File: src/source/pll_reconfig_pkg.sv
package pll_reconfig_pkg;

  ////////////////////////////////////////
  // Widths
  ////////////////////////////////////////
  localparam int UIF_ADDR_W  = 3;   // User register offset
  localparam int UIF_DATA_W  = 32;
  localparam int CTRL_ADDR_W = 12;  // Basic block address
  localparam int CTRL_DATA_W = 32;
  localparam int LCH_W       = 10;  // Logical channel
  localparam int REFCLK_ID_W = 5;   // One physical refclk id
  localparam int CGB_ID_W    = 4;   // One physical CGB id
  localparam int MAP_ENTRIES = 5;   // Logical entries per ROM word

  // User operations
  typedef enum logic {
    UIF_RD = 1'b0,
    UIF_WR = 1'b1
  } uif_mode_e;

  // Basic block opcodes
  typedef enum logic [2:0] {
    OP_RD     = 3'd0,
    OP_WR     = 3'd1,
    OP_ROM_RD = 3'd4,  // Logical to physical ROM
    OP_PRD    = 3'd5,  // Physical addressing read
    OP_PWR    = 3'd6   // Physical addressing write
  } ctrl_op_e;

  // Sequencer states
  typedef enum logic [2:0] {
    ST_IDLE, ST_RD_L2P, ST_WAIT, ST_DECIDE, ST_RD, ST_WR, ST_CHK_WORDS
  } pll_state_e;

  // User register offsets
  localparam logic [UIF_ADDR_W-1:0] REG_RC_SEL   = 3'd0;
  localparam logic [UIF_ADDR_W-1:0] REG_CGB_SEL  = 3'd1;
  localparam logic [UIF_ADDR_W-1:0] REG_RC_MAP   = 3'd2;  // Read only
  localparam logic [UIF_ADDR_W-1:0] REG_CGB_MAP  = 3'd3;  // Read only
  localparam logic [UIF_ADDR_W-1:0] REG_PLL_TYPE = 3'd4;  // 0 CDR, 1 ATX

  // ROM word selects
  localparam logic [CTRL_ADDR_W-1:0] WORD_SEL_RC  = 12'd1;
  localparam logic [CTRL_ADDR_W-1:0] WORD_SEL_CGB = 12'd2;

  ////////////////////////////////////////
  // DPRIO offsets
  ////////////////////////////////////////
  localparam logic [CTRL_ADDR_W-1:0] OFST_CGB       = 12'h013;
  localparam logic [CTRL_ADDR_W-1:0] OFST_CLKNET    = 12'h014;  // Clock network enable word
  localparam logic [CTRL_ADDR_W-1:0] OFST_REFIQ     = 12'h03A;  // CDR, count 0
  localparam logic [CTRL_ADDR_W-1:0] OFST_RREF      = 12'h017;  // CDR, count 1
  localparam logic [CTRL_ADDR_W-1:0] OFST_PCIEMD    = 12'h010;  // CDR, count 2
  localparam logic [CTRL_ADDR_W-1:0] OFST_ATX_CLK36 = 12'h294;  // ATX, count 0
  localparam logic [CTRL_ADDR_W-1:0] OFST_ATX_CLK35 = 12'h293;  // ATX, count 1
  localparam logic [CTRL_ADDR_W-1:0] OFST_ATX_RCMU  = 12'h299;  // ATX, count 2

  typedef struct packed {
    logic                  go;
    uif_mode_e             mode;
    logic [UIF_ADDR_W-1:0] addr;
    logic [UIF_DATA_W-1:0] wdata;
    logic [LCH_W-1:0]      lch;
  } uif_req_t;

  typedef struct packed {
    logic                   go;      // One cycle strobe
    ctrl_op_e               opcode;
    logic                   lock;    // Held across a whole switch
    logic [LCH_W-1:0]       lch;
    logic [CTRL_ADDR_W-1:0] addr;
    logic [CTRL_DATA_W-1:0] wdata;
  } ctrl_req_t;

  typedef struct packed {
    logic       start;     // Full switch
    logic       l2p_only;  // ROM fetch only
    logic       is_cgb;
    logic       is_atx;
    logic [2:0] index;     // Logical selection
  } switch_cmd_t;

  typedef struct packed {
    logic [1:0] cgb_x_en;
    logic       clknet_in_en;
    logic [7:0] cgb_clk_sel;
    logic       rrefclk_sel;
    logic       pcie_mode;
    logic [7:0] iq_clk_sel;    // CDR refclk mux
    logic [1:0] rcmu_mux_sel;  // ATX back end mux
    logic [7:0] clk_network;   // ATX front end mux
  } clk_sel_t;

endpackage
File: src/source/pll_reconfig_ctrl.sv
`timescale 1ns/10ps

module pll_reconfig_ctrl #(
  parameter int MAP_N = pll_reconfig_pkg::MAP_ENTRIES  // Logical entries per ROM word
) (
  input  logic                                     clk,
  input  logic                                     reset,
  input  pll_reconfig_pkg::uif_req_t               uif,
  output logic                                     uif_busy,
  output logic [pll_reconfig_pkg::UIF_DATA_W-1:0]  uif_rdata,
  output logic                                     uif_addr_err,
  output pll_reconfig_pkg::ctrl_req_t              ctrl,
  input  logic                                     ctrl_wait,
  input  logic [pll_reconfig_pkg::CTRL_DATA_W-1:0] ctrl_rdata
);
  import pll_reconfig_pkg::*;

  switch_cmd_t                  cmd;
  clk_sel_t                     sel;
  pll_state_e                   state;
  ctrl_op_e                     opcode;
  logic [1:0]                   word_cnt;
  logic                         go;
  logic                         lock;
  logic                         rom_rd_cycle;
  logic                         read_cycle;
  logic [MAP_N*REFCLK_ID_W-1:0] rc_map;
  logic [MAP_N*CGB_ID_W-1:0]    cgb_map;
  logic [CTRL_ADDR_W-1:0]       addr;
  logic [CTRL_DATA_W-1:0]       wdata;

  pll_user_regs #(.MAP_N(MAP_N)) regs0 (
    .clk, .reset, .uif, .busy(uif_busy), .rc_map, .cgb_map,
    .uif_rdata, .uif_addr_err, .cmd);

  pll_l2p_map #(.MAP_N(MAP_N)) map0 (
    .clk, .reset, .cmd, .ctrl_wait, .ctrl_rdata, .rom_rd_cycle,
    .rc_map, .cgb_map, .sel);

  pll_rmw_datapath dp0 (
    .clk, .reset, .cmd, .sel, .state, .word_cnt, .ctrl_wait, .read_cycle,
    .ctrl_rdata, .ctrl_addr(addr), .ctrl_wdata(wdata));

  pll_rmw_sequencer seq0 (
    .clk, .reset, .cmd, .ctrl_wait, .state, .word_cnt, .go, .lock, .opcode,
    .rom_rd_cycle, .read_cycle, .busy(uif_busy));

  // Channel passes straight from the user side
  assign ctrl = '{go: go, opcode: opcode, lock: lock, lch: uif.lch, addr: addr, wdata: wdata};

endmodule

File: src/source/pll_rmw_sequencer.sv
`timescale 1ns/10ps

module pll_rmw_sequencer (
  input  logic                          clk,
  input  logic                          reset,
  input  pll_reconfig_pkg::switch_cmd_t cmd,
  input  logic                          ctrl_wait,
  output pll_reconfig_pkg::pll_state_e  state,
  output logic [1:0]                    word_cnt,
  output logic                          go,
  output logic                          lock,
  output pll_reconfig_pkg::ctrl_op_e    opcode,
  output logic                          rom_rd_cycle,
  output logic                          read_cycle,
  output logic                          busy
);
  import pll_reconfig_pkg::*;

  pll_state_e next_state;
  logic [1:0] event_cnt;   // DECIDE entries within one word
  logic       l2p_active;  // ROM fetch without RMW
  logic       l2p_job;
  logic       atx_refclk;  // Physical addressing needed

  assign l2p_job    = (state == ST_IDLE) ? cmd.l2p_only : l2p_active;
  assign atx_refclk = cmd.is_atx && !cmd.is_cgb;

  always_ff @(posedge clk or posedge reset) begin
    if (reset) state <= ST_IDLE;
    else       state <= next_state;
  end

  ////////////////////////////////////////
  // Next state
  ////////////////////////////////////////
  always_comb begin
    next_state = state;
    case (state)
      ST_IDLE:   if (cmd.start || cmd.l2p_only) next_state = ST_RD_L2P;
      ST_RD_L2P, ST_RD, ST_WR: next_state = ST_WAIT;  // One go each
      ST_WAIT:   next_state = ST_DECIDE;             // Let ctrl_wait rise
      ST_DECIDE: begin
        if (!ctrl_wait) begin
          if (l2p_active)           next_state = ST_IDLE;
          else if (event_cnt == 2'd1) next_state = ST_RD;
          else if (event_cnt == 2'd2) next_state = ST_WR;
          else                        next_state = ST_CHK_WORDS;
        end
      end
      ST_CHK_WORDS: next_state = (word_cnt == 2'd0) ? ST_IDLE : ST_WAIT;
      default:      next_state = ST_IDLE;
    endcase
  end

  // Event tracer and job flags
  always_ff @(posedge clk or posedge reset) begin
    if (reset) begin
      event_cnt  <= '0;
      l2p_active <= 1'b0;
      word_cnt   <= '0;
    end else begin
      if (state == ST_IDLE || (state == ST_DECIDE && next_state == ST_CHK_WORDS))
        event_cnt <= '0;
      else if (next_state == ST_DECIDE && state != ST_DECIDE)
        event_cnt <= event_cnt + 2'd1;
      if (state == ST_DECIDE && next_state == ST_IDLE)
        l2p_active <= 1'b0;
      else if (state == ST_IDLE && cmd.l2p_only)
        l2p_active <= 1'b1;
      // Three words for refclk, one for CGB
      if (state == ST_RD_L2P)
        word_cnt <= cmd.is_cgb ? 2'd0 : 2'd2;
      else if (state == ST_CHK_WORDS && next_state == ST_WAIT)
        word_cnt <= word_cnt - 2'd1;
    end
  end

  ////////////////////////////////////////
  // Control strobes
  ////////////////////////////////////////
  always_ff @(posedge clk or posedge reset) begin
    if (reset) begin
      busy   <= 1'b0;
      go     <= 1'b0;
      lock   <= 1'b0;
      opcode <= OP_RD;
    end else begin
      busy <= next_state != ST_IDLE;
      go   <= (state == ST_RD_L2P) || (state == ST_RD) || (state == ST_WR);
      lock <= (next_state != ST_IDLE) && !l2p_job;  // Spans the whole switch
      if (next_state == ST_IDLE)
        opcode <= OP_RD;
      else if (state == ST_RD_L2P)
        opcode <= OP_ROM_RD;
      else if (state == ST_RD)
        opcode <= atx_refclk ? OP_PRD : OP_RD;
      else if (state == ST_WR)
        opcode <= atx_refclk ? OP_PWR : OP_WR;
    end
  end

  // Completion qualifiers for the read data path
  assign rom_rd_cycle = (state == ST_DECIDE) && (opcode == OP_ROM_RD);
  assign read_cycle   = (state == ST_DECIDE) && ((opcode == OP_RD) || (opcode == OP_PRD));

  a_go_single: assert property (@(posedge clk) disable iff (reset) go |=> !go);
  a_state_legal: assert property (@(posedge clk) disable iff (reset)
    state inside {ST_IDLE, ST_RD_L2P, ST_WAIT, ST_DECIDE, ST_RD, ST_WR, ST_CHK_WORDS});

endmodule

File: src/source/pll_rmw_datapath.sv
`timescale 1ns/10ps

module pll_rmw_datapath (
  input  logic                                    clk,
  input  logic                                    reset,
  input  pll_reconfig_pkg::switch_cmd_t           cmd,
  input  pll_reconfig_pkg::clk_sel_t              sel,
  input  pll_reconfig_pkg::pll_state_e            state,
  input  logic [1:0]                              word_cnt,
  input  logic                                    ctrl_wait,
  input  logic                                    read_cycle,
  input  logic [pll_reconfig_pkg::CTRL_DATA_W-1:0] ctrl_rdata,
  output logic [pll_reconfig_pkg::CTRL_ADDR_W-1:0] ctrl_addr,
  output logic [pll_reconfig_pkg::CTRL_DATA_W-1:0] ctrl_wdata
);
  import pll_reconfig_pkg::*;

  logic [15:0]            saved;    // DPRIO word from the last read
  logic [15:0]            merged;
  logic [CTRL_ADDR_W-1:0] dprio_addr;

  always_ff @(posedge clk) begin
    if (read_cycle && !ctrl_wait)
      saved <= ctrl_rdata[15:0];
  end

  ////////////////////////////////////////
  // Field merge and DPRIO offset
  ////////////////////////////////////////
  always_comb begin
    if (cmd.is_cgb) begin
      merged     = {sel.cgb_x_en, saved[13:9], sel.cgb_clk_sel, saved[0]};
      dprio_addr = OFST_CGB;  // Single word switch
    end else if (cmd.is_atx) begin
      case (word_cnt)
        2'd2: begin
          merged     = {saved[15:2], sel.rcmu_mux_sel};         // Back end mux
          dprio_addr = OFST_ATX_RCMU;
        end
        2'd1: begin
          merged     = {sel.clk_network[4:0], saved[10:0]};     // Front end, low part
          dprio_addr = OFST_ATX_CLK35;
        end
        default: begin
          merged     = {saved[15:3], sel.clk_network[7:5]};     // Front end, high part
          dprio_addr = OFST_ATX_CLK36;
        end
      endcase
    end else begin
      case (word_cnt)
        2'd2: begin
          merged     = {saved[15:7], sel.pcie_mode, saved[5:0]};
          dprio_addr = OFST_PCIEMD;
        end
        2'd1: begin
          merged     = {sel.rrefclk_sel, saved[14:0]};
          dprio_addr = OFST_RREF;
        end
        default: begin
          merged     = {saved[15:11], sel.iq_clk_sel, saved[2:0]};
          dprio_addr = OFST_REFIQ;
        end
      endcase
    end
  end

  // Address and write data, aligned with the go strobe
  always_ff @(posedge clk or posedge reset) begin
    if (reset) begin
      ctrl_addr  <= '0;
      ctrl_wdata <= '0;
    end else begin
      case (state)
        ST_IDLE: begin
          ctrl_addr  <= '0;
          ctrl_wdata <= '0;
        end
        ST_RD_L2P: ctrl_addr <= cmd.is_cgb ? WORD_SEL_CGB : WORD_SEL_RC;
        ST_RD:     ctrl_addr <= dprio_addr;
        ST_WR: begin
          ctrl_addr  <= dprio_addr;
          ctrl_wdata <= {16'd0, merged};  // Upper half unused
        end
        default: ;
      endcase
    end
  end

endmodule

File: src/source/pll_l2p_map.sv
`timescale 1ns/10ps

module pll_l2p_map #(
  parameter int MAP_N = pll_reconfig_pkg::MAP_ENTRIES
) (
  input  logic                                           clk,
  input  logic                                           reset,
  input  pll_reconfig_pkg::switch_cmd_t                  cmd,
  input  logic                                           ctrl_wait,
  input  logic [pll_reconfig_pkg::CTRL_DATA_W-1:0]       ctrl_rdata,
  input  logic                                           rom_rd_cycle,
  output logic [MAP_N*pll_reconfig_pkg::REFCLK_ID_W-1:0] rc_map,
  output logic [MAP_N*pll_reconfig_pkg::CGB_ID_W-1:0]    cgb_map,
  output pll_reconfig_pkg::clk_sel_t                     sel
);
  import pll_reconfig_pkg::*;

  logic [REFCLK_ID_W-1:0] rc_id;
  logic [CGB_ID_W-1:0]    cgb_id;
  logic [10:0]            cgb_code;   // x_en, clknet_in_en, clk_sel
  logic [7:0]             net_code;   // Refclk mux code, CDR or ATX
  logic                   rref;

  // ROM word capture, one map per job type
  always_ff @(posedge clk or posedge reset) begin
    if (reset) begin
      rc_map  <= '0;
      cgb_map <= '0;
    end else if (rom_rd_cycle && !ctrl_wait) begin
      if (cmd.is_cgb)
        cgb_map <= ctrl_rdata[MAP_N*CGB_ID_W-1:0];
      else
        rc_map  <= ctrl_rdata[MAP_N*REFCLK_ID_W-1:0];
    end
  end

  // Logical index into the stored map
  always_comb begin
    if (cmd.index < MAP_N) begin
      rc_id  = rc_map[cmd.index*REFCLK_ID_W +: REFCLK_ID_W];
      cgb_id = cgb_map[cmd.index*CGB_ID_W +: CGB_ID_W];
    end else begin
      rc_id  = rc_map[REFCLK_ID_W-1:0];  // Out of range, entry 0
      cgb_id = cgb_map[CGB_ID_W-1:0];
    end
  end

  ////////////////////////////////////////
  // CGB remap
  ////////////////////////////////////////
  always_comb begin
    case (cgb_id)
      4'd1:    cgb_code = {2'b00, 1'b0, 8'b0000_0011};  // x1 top
      4'd2:    cgb_code = {2'b00, 1'b0, 8'b0101_0000};  // x1 bottom
      4'd3:    cgb_code = {2'b00, 1'b0, 8'b1010_0000};  // LC top
      4'd4:    cgb_code = {2'b00, 1'b0, 8'b1111_0000};  // LC bottom
      4'd5:    cgb_code = {2'b00, 1'b0, 8'b0000_0010};  // fPLL
      4'd6:    cgb_code = {2'b10, 1'b1, 8'b0001_1000};  // x6 up
      4'd7:    cgb_code = {2'b01, 1'b1, 8'b0001_0100};  // x6 down
      4'd8:    cgb_code = {2'b00, 1'b1, 8'b0001_0100};  // xN up
      4'd9:    cgb_code = {2'b00, 1'b1, 8'b0001_1000};  // xN down
      default: cgb_code = {2'b00, 1'b0, 8'b0101_1100};  // Same channel TX PLL
    endcase
  end

  ////////////////////////////////////////
  // Refclk remap
  ////////////////////////////////////////
  always_comb begin
    net_code = 8'h01;  // Refclk IQ0 by default
    rref     = 1'b0;
    if (rc_id <= 5'd10) begin
      net_code = {4'h0, 4'(rc_id + 5'd1)};       // Ref IQ clocks
    end else if (rc_id <= 5'd21) begin
      net_code = {4'(rc_id - 5'd10), 4'h0};      // RX IQ clocks
    end else if (cmd.is_atx) begin
      case (rc_id)
        5'd22:   net_code = 8'h0C;  // fPLL top
        5'd23:   net_code = 8'h00;  // fPLL bottom
        default: net_code = 8'h01;
      endcase
    end else begin
      case (rc_id)
        5'd22: begin
          rref     = 1'b1;          // PLD clock
          net_code = 8'h00;
        end
        5'd23, 5'd25: net_code = 8'h00;  // Cal clock, fPLL bottom
        5'd24:        net_code = 8'h0C;  // fPLL top
        default:      net_code = 8'h01;
      endcase
    end
  end

  assign sel = '{cgb_x_en:     cgb_code[10:9],
                 clknet_in_en: cgb_code[8],
                 cgb_clk_sel:  cgb_code[7:0],
                 rrefclk_sel:  rref,
                 pcie_mode:    1'b0,
                 iq_clk_sel:   net_code,
                 rcmu_mux_sel: 2'b00,
                 clk_network:  net_code};

  // Job type holds from the ROM address cycle to the capture
  a_map_type_held: assert property (@(posedge clk) disable iff (reset)
    rom_rd_cycle |-> $stable(cmd.is_cgb) && (cmd.is_cgb == $past(cmd.is_cgb, 2)));

endmodule

File: src/source/pll_user_regs.sv
`timescale 1ns/10ps

module pll_user_regs #(
  parameter int MAP_N = pll_reconfig_pkg::MAP_ENTRIES
) (
  input  logic                                       clk,
  input  logic                                       reset,
  input  pll_reconfig_pkg::uif_req_t                 uif,
  input  logic                                       busy,
  input  logic [MAP_N*pll_reconfig_pkg::REFCLK_ID_W-1:0] rc_map,
  input  logic [MAP_N*pll_reconfig_pkg::CGB_ID_W-1:0]    cgb_map,
  output logic [pll_reconfig_pkg::UIF_DATA_W-1:0]    uif_rdata,
  output logic                                       uif_addr_err,
  output pll_reconfig_pkg::switch_cmd_t              cmd
);
  import pll_reconfig_pkg::*;

  logic       wr;
  logic       rd;
  logic       sel_wr;     // Offset 0 or 1 written
  logic       map_rd;     // Offset 2 or 3 read
  logic [2:0] rc_sel;
  logic [2:0] cgb_sel;
  logic       pll_type;   // 1 means ATX
  logic       start;
  logic       l2p_only;
  logic       is_cgb;

  assign wr     = uif.go && (uif.mode == UIF_WR);
  assign rd     = uif.go && (uif.mode == UIF_RD);
  assign sel_wr = wr && ((uif.addr == REG_RC_SEL) || (uif.addr == REG_CGB_SEL));
  assign map_rd = rd && ((uif.addr == REG_RC_MAP) || (uif.addr == REG_CGB_MAP));

  // Selection registers, written even while busy
  always_ff @(posedge clk or posedge reset) begin
    if (reset) begin
      rc_sel   <= '0;
      cgb_sel  <= '0;
      pll_type <= 1'b0;
    end else if (wr) begin
      if (uif.addr == REG_RC_SEL)   rc_sel   <= uif.wdata[2:0];
      if (uif.addr == REG_CGB_SEL)  cgb_sel  <= uif.wdata[2:0];
      if (uif.addr == REG_PLL_TYPE) pll_type <= uif.wdata[0];
    end
  end

  // Job strobes and type, held off while a job runs
  always_ff @(posedge clk or posedge reset) begin
    if (reset) begin
      start    <= 1'b0;
      l2p_only <= 1'b0;
      is_cgb   <= 1'b0;
    end else begin
      start    <= sel_wr && !busy;
      l2p_only <= map_rd && !busy;
      if (!busy && (sel_wr || map_rd))
        is_cgb <= (uif.addr == REG_CGB_SEL) || (uif.addr == REG_CGB_MAP);
    end
  end

  assign cmd = '{start: start, l2p_only: l2p_only, is_cgb: is_cgb, is_atx: pll_type,
                 index: is_cgb ? cgb_sel : rc_sel};

  // Readback, right aligned
  always_ff @(posedge clk or posedge reset) begin
    if (reset) begin
      uif_rdata    <= '0;
      uif_addr_err <= 1'b0;
    end else begin
      uif_addr_err <= uif.addr > REG_PLL_TYPE;
      if (uif.mode == UIF_RD) begin
        case (uif.addr)
          REG_RC_SEL:   uif_rdata <= UIF_DATA_W'(rc_sel);
          REG_CGB_SEL:  uif_rdata <= UIF_DATA_W'(cgb_sel);
          REG_RC_MAP:   uif_rdata <= UIF_DATA_W'(rc_map);   // Last ROM fetch
          REG_CGB_MAP:  uif_rdata <= UIF_DATA_W'(cgb_map);
          REG_PLL_TYPE: uif_rdata <= UIF_DATA_W'(pll_type);
          default:      uif_rdata <= '0;
        endcase
      end
    end
  end

endmodule

File: config.mk
export PLATFORM = sky130hd
export DESIGN_NAME = pll_reconfig_ctrl
export DESIGN_NICKNAME = d
export VERILOG_FILES = /design/src/source/pll_reconfig_pkg.sv /design/src/source/pll_reconfig_ctrl.sv /design/src/source/pll_rmw_sequencer.sv /design/src/source/pll_rmw_datapath.sv /design/src/source/pll_l2p_map.sv /design/src/source/pll_user_regs.sv
export SDC_FILE = /design/constraint.sdc
export NUM_CORES = 1
export LEC_CHECK = 0
export CELL_PAD_IN_SITES_DETAIL_PLACEMENT = 1
export CELL_PAD_IN_SITES_GLOBAL_PLACEMENT = 1
export CORE_MARGIN = 4
export CORE_UTILIZATION = 47
export CTS_CLUSTER_DIAMETER = 200
export DETAILED_ROUTE_END_ITERATION = 7
export DONT_BUFFER_PORTS = 1
export PLACE_DENSITY_LB_ADDON = 0.1
export SLEW_MARGIN = 0
export SYNTH_ARGS = -nofsm -noshare
export SYNTH_HDL_FRONTEND = slang
export SYNTH_SLANG_ARGS = --single-unit
File: constraint.sdc
create_clock -name clk -period 12 [get_ports clk]
set_input_delay 2.4 -clock clk [delete_from_list [all_inputs] [get_ports clk]]
set_output_delay 2.4 -clock clk [all_outputs]
set_load 0.05 [all_outputs]
## After elaboration in Yosys (flattened, before gate mapping)

Memory sizes are Yosys's and may differ from the RTL's.
Cells that the tools add are included.
W data, S select, Z words.

- Bits in registers: 162
- Bits in latches: 0
- Bits in writable memories: 0
- Memory bits (read-only): 176
- Output and inout port bits: 93
- Memories: 1

Memories:

| name | words | bits a word | rd ports | clocked after memory_dff | wr ports | line | RTL |
|---|---|---|---|---|---|---|---|
| (name not given) | 16 | 11 | 1 | 0 | 0 | pll_l2p_map.sv:52 | `case (cgb_id)` |

- Add/subtract/negate cells: 4
- Multiply operators: 1
- Divide/modulo/power cells: 0
- Magnitude comparators: 4
- Eq/ne operators: 24
- Shift-type cells: 2
- Multiplexer cells: 44
- Bitwise operators: 2
- Reductions and logical operators: 51

Operator list:

| operator | count |
|---|---|
| $pmux W25 S5 | 1 |
| $pmux W16 S2 | 2 |
| $pmux W32 S2 | 1 |
| $pmux W12 S3 | 1 |
| $mux W3 | 11 |
| $mux W16 | 2 |
| $shiftx A25 B7 Y5 | 1 |
| $mux W12 | 2 |
| $mux W8 | 3 |
| $pmux W4 S2 | 3 |
| $eq A3 B3 Y1 const B | 7 |
| $eq A5 B5 Y1 const B | 4 |
| $shiftx A20 B6 Y4 | 1 |
| $eq A3 B2 Y1 const B | 6 |
| $logic_and A1 B1 Y1 | 18 |
| $mux W2 | 8 |
| $pmux W3 S5 | 1 |
| $logic_not A3 Y1 | 4 |
| $pmux W6 S2 | 1 |
| $reduce_and A2 Y1 | 5 |
| $logic_or A1 B1 Y1 | 9 |
| $reduce_bool A2 Y1 | 4 |
| $eq A3 B1 Y1 const B | 2 |
| $mul A3 B3 Y6 const B | 1 |
| other kinds (21) | 34 |

## Depth between registers and ports, before layout

- Depth in word-level cells: 14
- Depth in mapped cells: 13
- Mapped depth without buffers: 11

## Cells and area by module

A second synthesis with hierarchy kept.

- Cells, all modules: 664
- Area, all modules: 7380.8 um^2

By module, submodules not included:

| module | instances | cells an instance | area each (um^2) | sequential area each (um^2) |
|---|---|---|---|---|
| pll_l2p_map | 1 | 237 | 2767.7 | 1126.1 |
| pll_rmw_datapath | 1 | 190 | 1999.4 | 1056.0 |
| pll_user_regs | 1 | 146 | 1742.9 | 900.9 |
| pll_rmw_sequencer | 1 | 79 | 780.7 | 350.3 |
| pll_reconfig_ctrl | 1 | 12 | 90.1 | 0.0 |

## Worst setup path after synthesis

No wires, ideal clock.

- Path kind: input to output
- Start point: input port uif[0] in the netlist's numbering
- End point: output port ctrl[44] in the netlist's numbering
- Arrival: 2.570 ns
- Slack: 7.030 ns
- Stages: 1
- Path buffers: 1
- Path through: buf_4

RTL lines:

| item | line | RTL |
|---|---|---|
| start, declared | pll_reconfig_ctrl.sv:8 | `input pll_reconfig_pkg::uif_req_t uif,` |
| end, declared | pll_reconfig_ctrl.sv:12 | `output pll_reconfig_pkg::ctrl_req_t ctrl,` |

No word-level cell between the ends.

## Final worst setup path

- Start point: input port uif[1] in the netlist's numbering
- End point: output port ctrl[45] in the netlist's numbering

No word-level cell between the ends.

==> reports/metrics.cfg <==
[flow_run]
drv_cap=0

[final_layout]
most-common-layout-cells=dfrtp_1 (118), nand2_1 (90), mux2_2 (57), o21ai_0 (39), nor2_1 (35)
diodes=0
nFillCells=1611
fin_util=0.520
area_delta_synth_final_pct=7.31
finalNonFillerCells=856
regArea_mm2=0.00343
multi_input_area_mm2=0.00330
final_common_cell=dfrtp_1
layout-drive-gt1-share=0.168
layout.nets=752

[sta]
slew_headroom=0.290
fin_crit_sh=0.400
tns_ps=0
rsz0062_at_grt=no
clock_skew_ps=8.27
hold_violations=0
worst_slack_ps=7200
slew_viol_final=0
fin_crit_ps=4800
hold_slack_ps=506
worst_pin_slew_ps=1070
fmax_mhz=208
setup_viol=0

[logic_synthesis]
synth_top_area_frac=0.415
synthArstFlopShare=0.881
syn_area_per_cell_um2=10.4
synth_edf_count=16
syn_area_mm2=0.00712
ys_types=74
yosys_warnings=0
netlist_instances=682
yosys.area.top_type=dfrtp_1
ys.flop_type=dfrtp_1
synthTopCellsByArea=dfrtp_1 (41%), mux2_2 (9.0%), edfxtp_1 (6.7%)
synth_seq_cells=134
synth_seq_area_share=0.482

[critical_path]
cp-end-kind=output pin
worstSetupStartpointType=input port
critPathKind=input port to output pin
worstPathRequired_ps=9600
cp_max_fo=1
cp.arrival_ps=2400

[placed_design]
place.gp.congestion=0.902
post-place-ws_ps=7200
io_buffers=0
dp.cells=824
place_hpwl_um=15000

[clock_network]
holdBufCountCts=0
cts_made_buffers=17
cts_resized=0
clockRootBuffer=clkbuf_16
cts_sinks=134
post_cts_buffers=0
clk_pin_slew_worst_paths_ps=60
cts_tree=built
clk_latency_ps=420
ctsLongestPathBuffers=2
ctsHtreeMaxLevel=4

[route]
drtIter0Drc=356
routed_via_density=6.20
wl_per_cell_um=24.1
wl_um=20700
ant_nets=0
drc=0
dr.pass1.iters=5
vias=5310

[global_route]
grt_max_degree=80
gr-total-overflow=0
grt_pass1_wl_um=33200
grt_pass1_vias=5754
antenna_found_initial=0
grt_use_total=0.244

[die]
rows=44
core_mm2=0.0147
die-width_um=131
dieHeight_um=131
pin_count=175
initial_core_util=0.485
die_area_mm2=0.0172

[pwr]
p_leak_uw=0.00332
power_density_mw_per_mm2=301
ir_drop_v=0.000149

[run_status]
status=complete, no violations

[min_path]
hold_path.class=flop to flop

==> cell families (layout without fill, tap and decap cells) <==
kind of cell	Yosys count	in the layout	share of synthesized area
AO/OA/AOI/OAI	141	141	0.138
XOR/XNOR	3	3	0.00369
adder cells (fa/ha/maj)	11	11	0.0193
buffers and inverters	89	53	0.0701
flip-flops	134	134	0.482
multiplexers	89	89	0.140
other	1	27	0.000526
AND/OR/NAND/NOR	214	214	0.147
==> synthesized netlist by cell type (10+ instances only) <==
cell / count
a22o_1: 14
ha_1: 11
edfxtp_1: 16
nand3_1: 24
dfrtp_1: 118
o21ai_0: 39
mux2i_1: 28
nor3_1: 10
inv_1: 14
a21oi_1: 19
mux2_2: 57
buf_4: 42
clkbuf_1: 22
nor2_1: 35
nand2_1: 90
==> metrics by stage <==
step	total power (µW)	instance area (µm²)
finish	2300	7640
global route	2450	7640
CTS	2300	7640
detailed placement	1780	7060
global placement	1750	7060
floorplan	1500	7220
==> sequential cells by signal, indices dropped and copies added, names as in the netlist, 2 cells and up <==
name,flops
regs0.cgb_sel,3
seq0.state,3
seq0.word_cnt,2
dp0.ctrl_wdata,16
regs0.rc_sel,3
map0.cgb_map,20
map0.rc_map,25
seq0.opcode,3
dp0.ctrl_addr,7
seq0.event_cnt,2
dp0.saved,16
regs0.uif_rdata,25
==> worst paths after layout <==
check / startpoint / endpoint / slack (ps) / cells after the start
worst max-delay path: uif[1] / ctrl[45] / 7200 / 0
worst min-delay path: seq0.l2p_active / seq0.state[2] / 510 / 1
worst max register to register: regs0.is_cgb / dp0.ctrl_wdata[3] / 7640 / 12
worst min register to register: seq0.l2p_active / seq0.state[2] / 510 / 1
max in group asynchronous: reset / map0.rc_map[0] / 8680 / 2
min in group asynchronous: reset / regs0.cgb_sel[0] / 1870 / 1
==> metal layers <==
metal / up-vias / global-route usage / wire length, µm
met1: 2732 / 0.327 / 9150
met2: 178 / 0.388 / 9910
met4: 0 / 0.0916 / 541
met3: 35 / 0.0608 / 1070
li1: 2365 / - / -
met5: - / 0 / 0
==> layout make-up <==
type,count,area share
Sequential cell,134,0.449
Clock inverter,15,0.0203
Clock buffer,17,0.0557
Multi-Input combinational cell,485,0.432
Tap cell,184,0.0301
Timing Repair Buffer,5,0.00491
Inverter,16,0.00818
==> power by group <==
part           switching, µW  internal, µW
Combinational            607           361
Sequential               235           587
Clock                    205           306
Total                   1050          1250
Note: power is estimated with default switching activity, not from simulation.
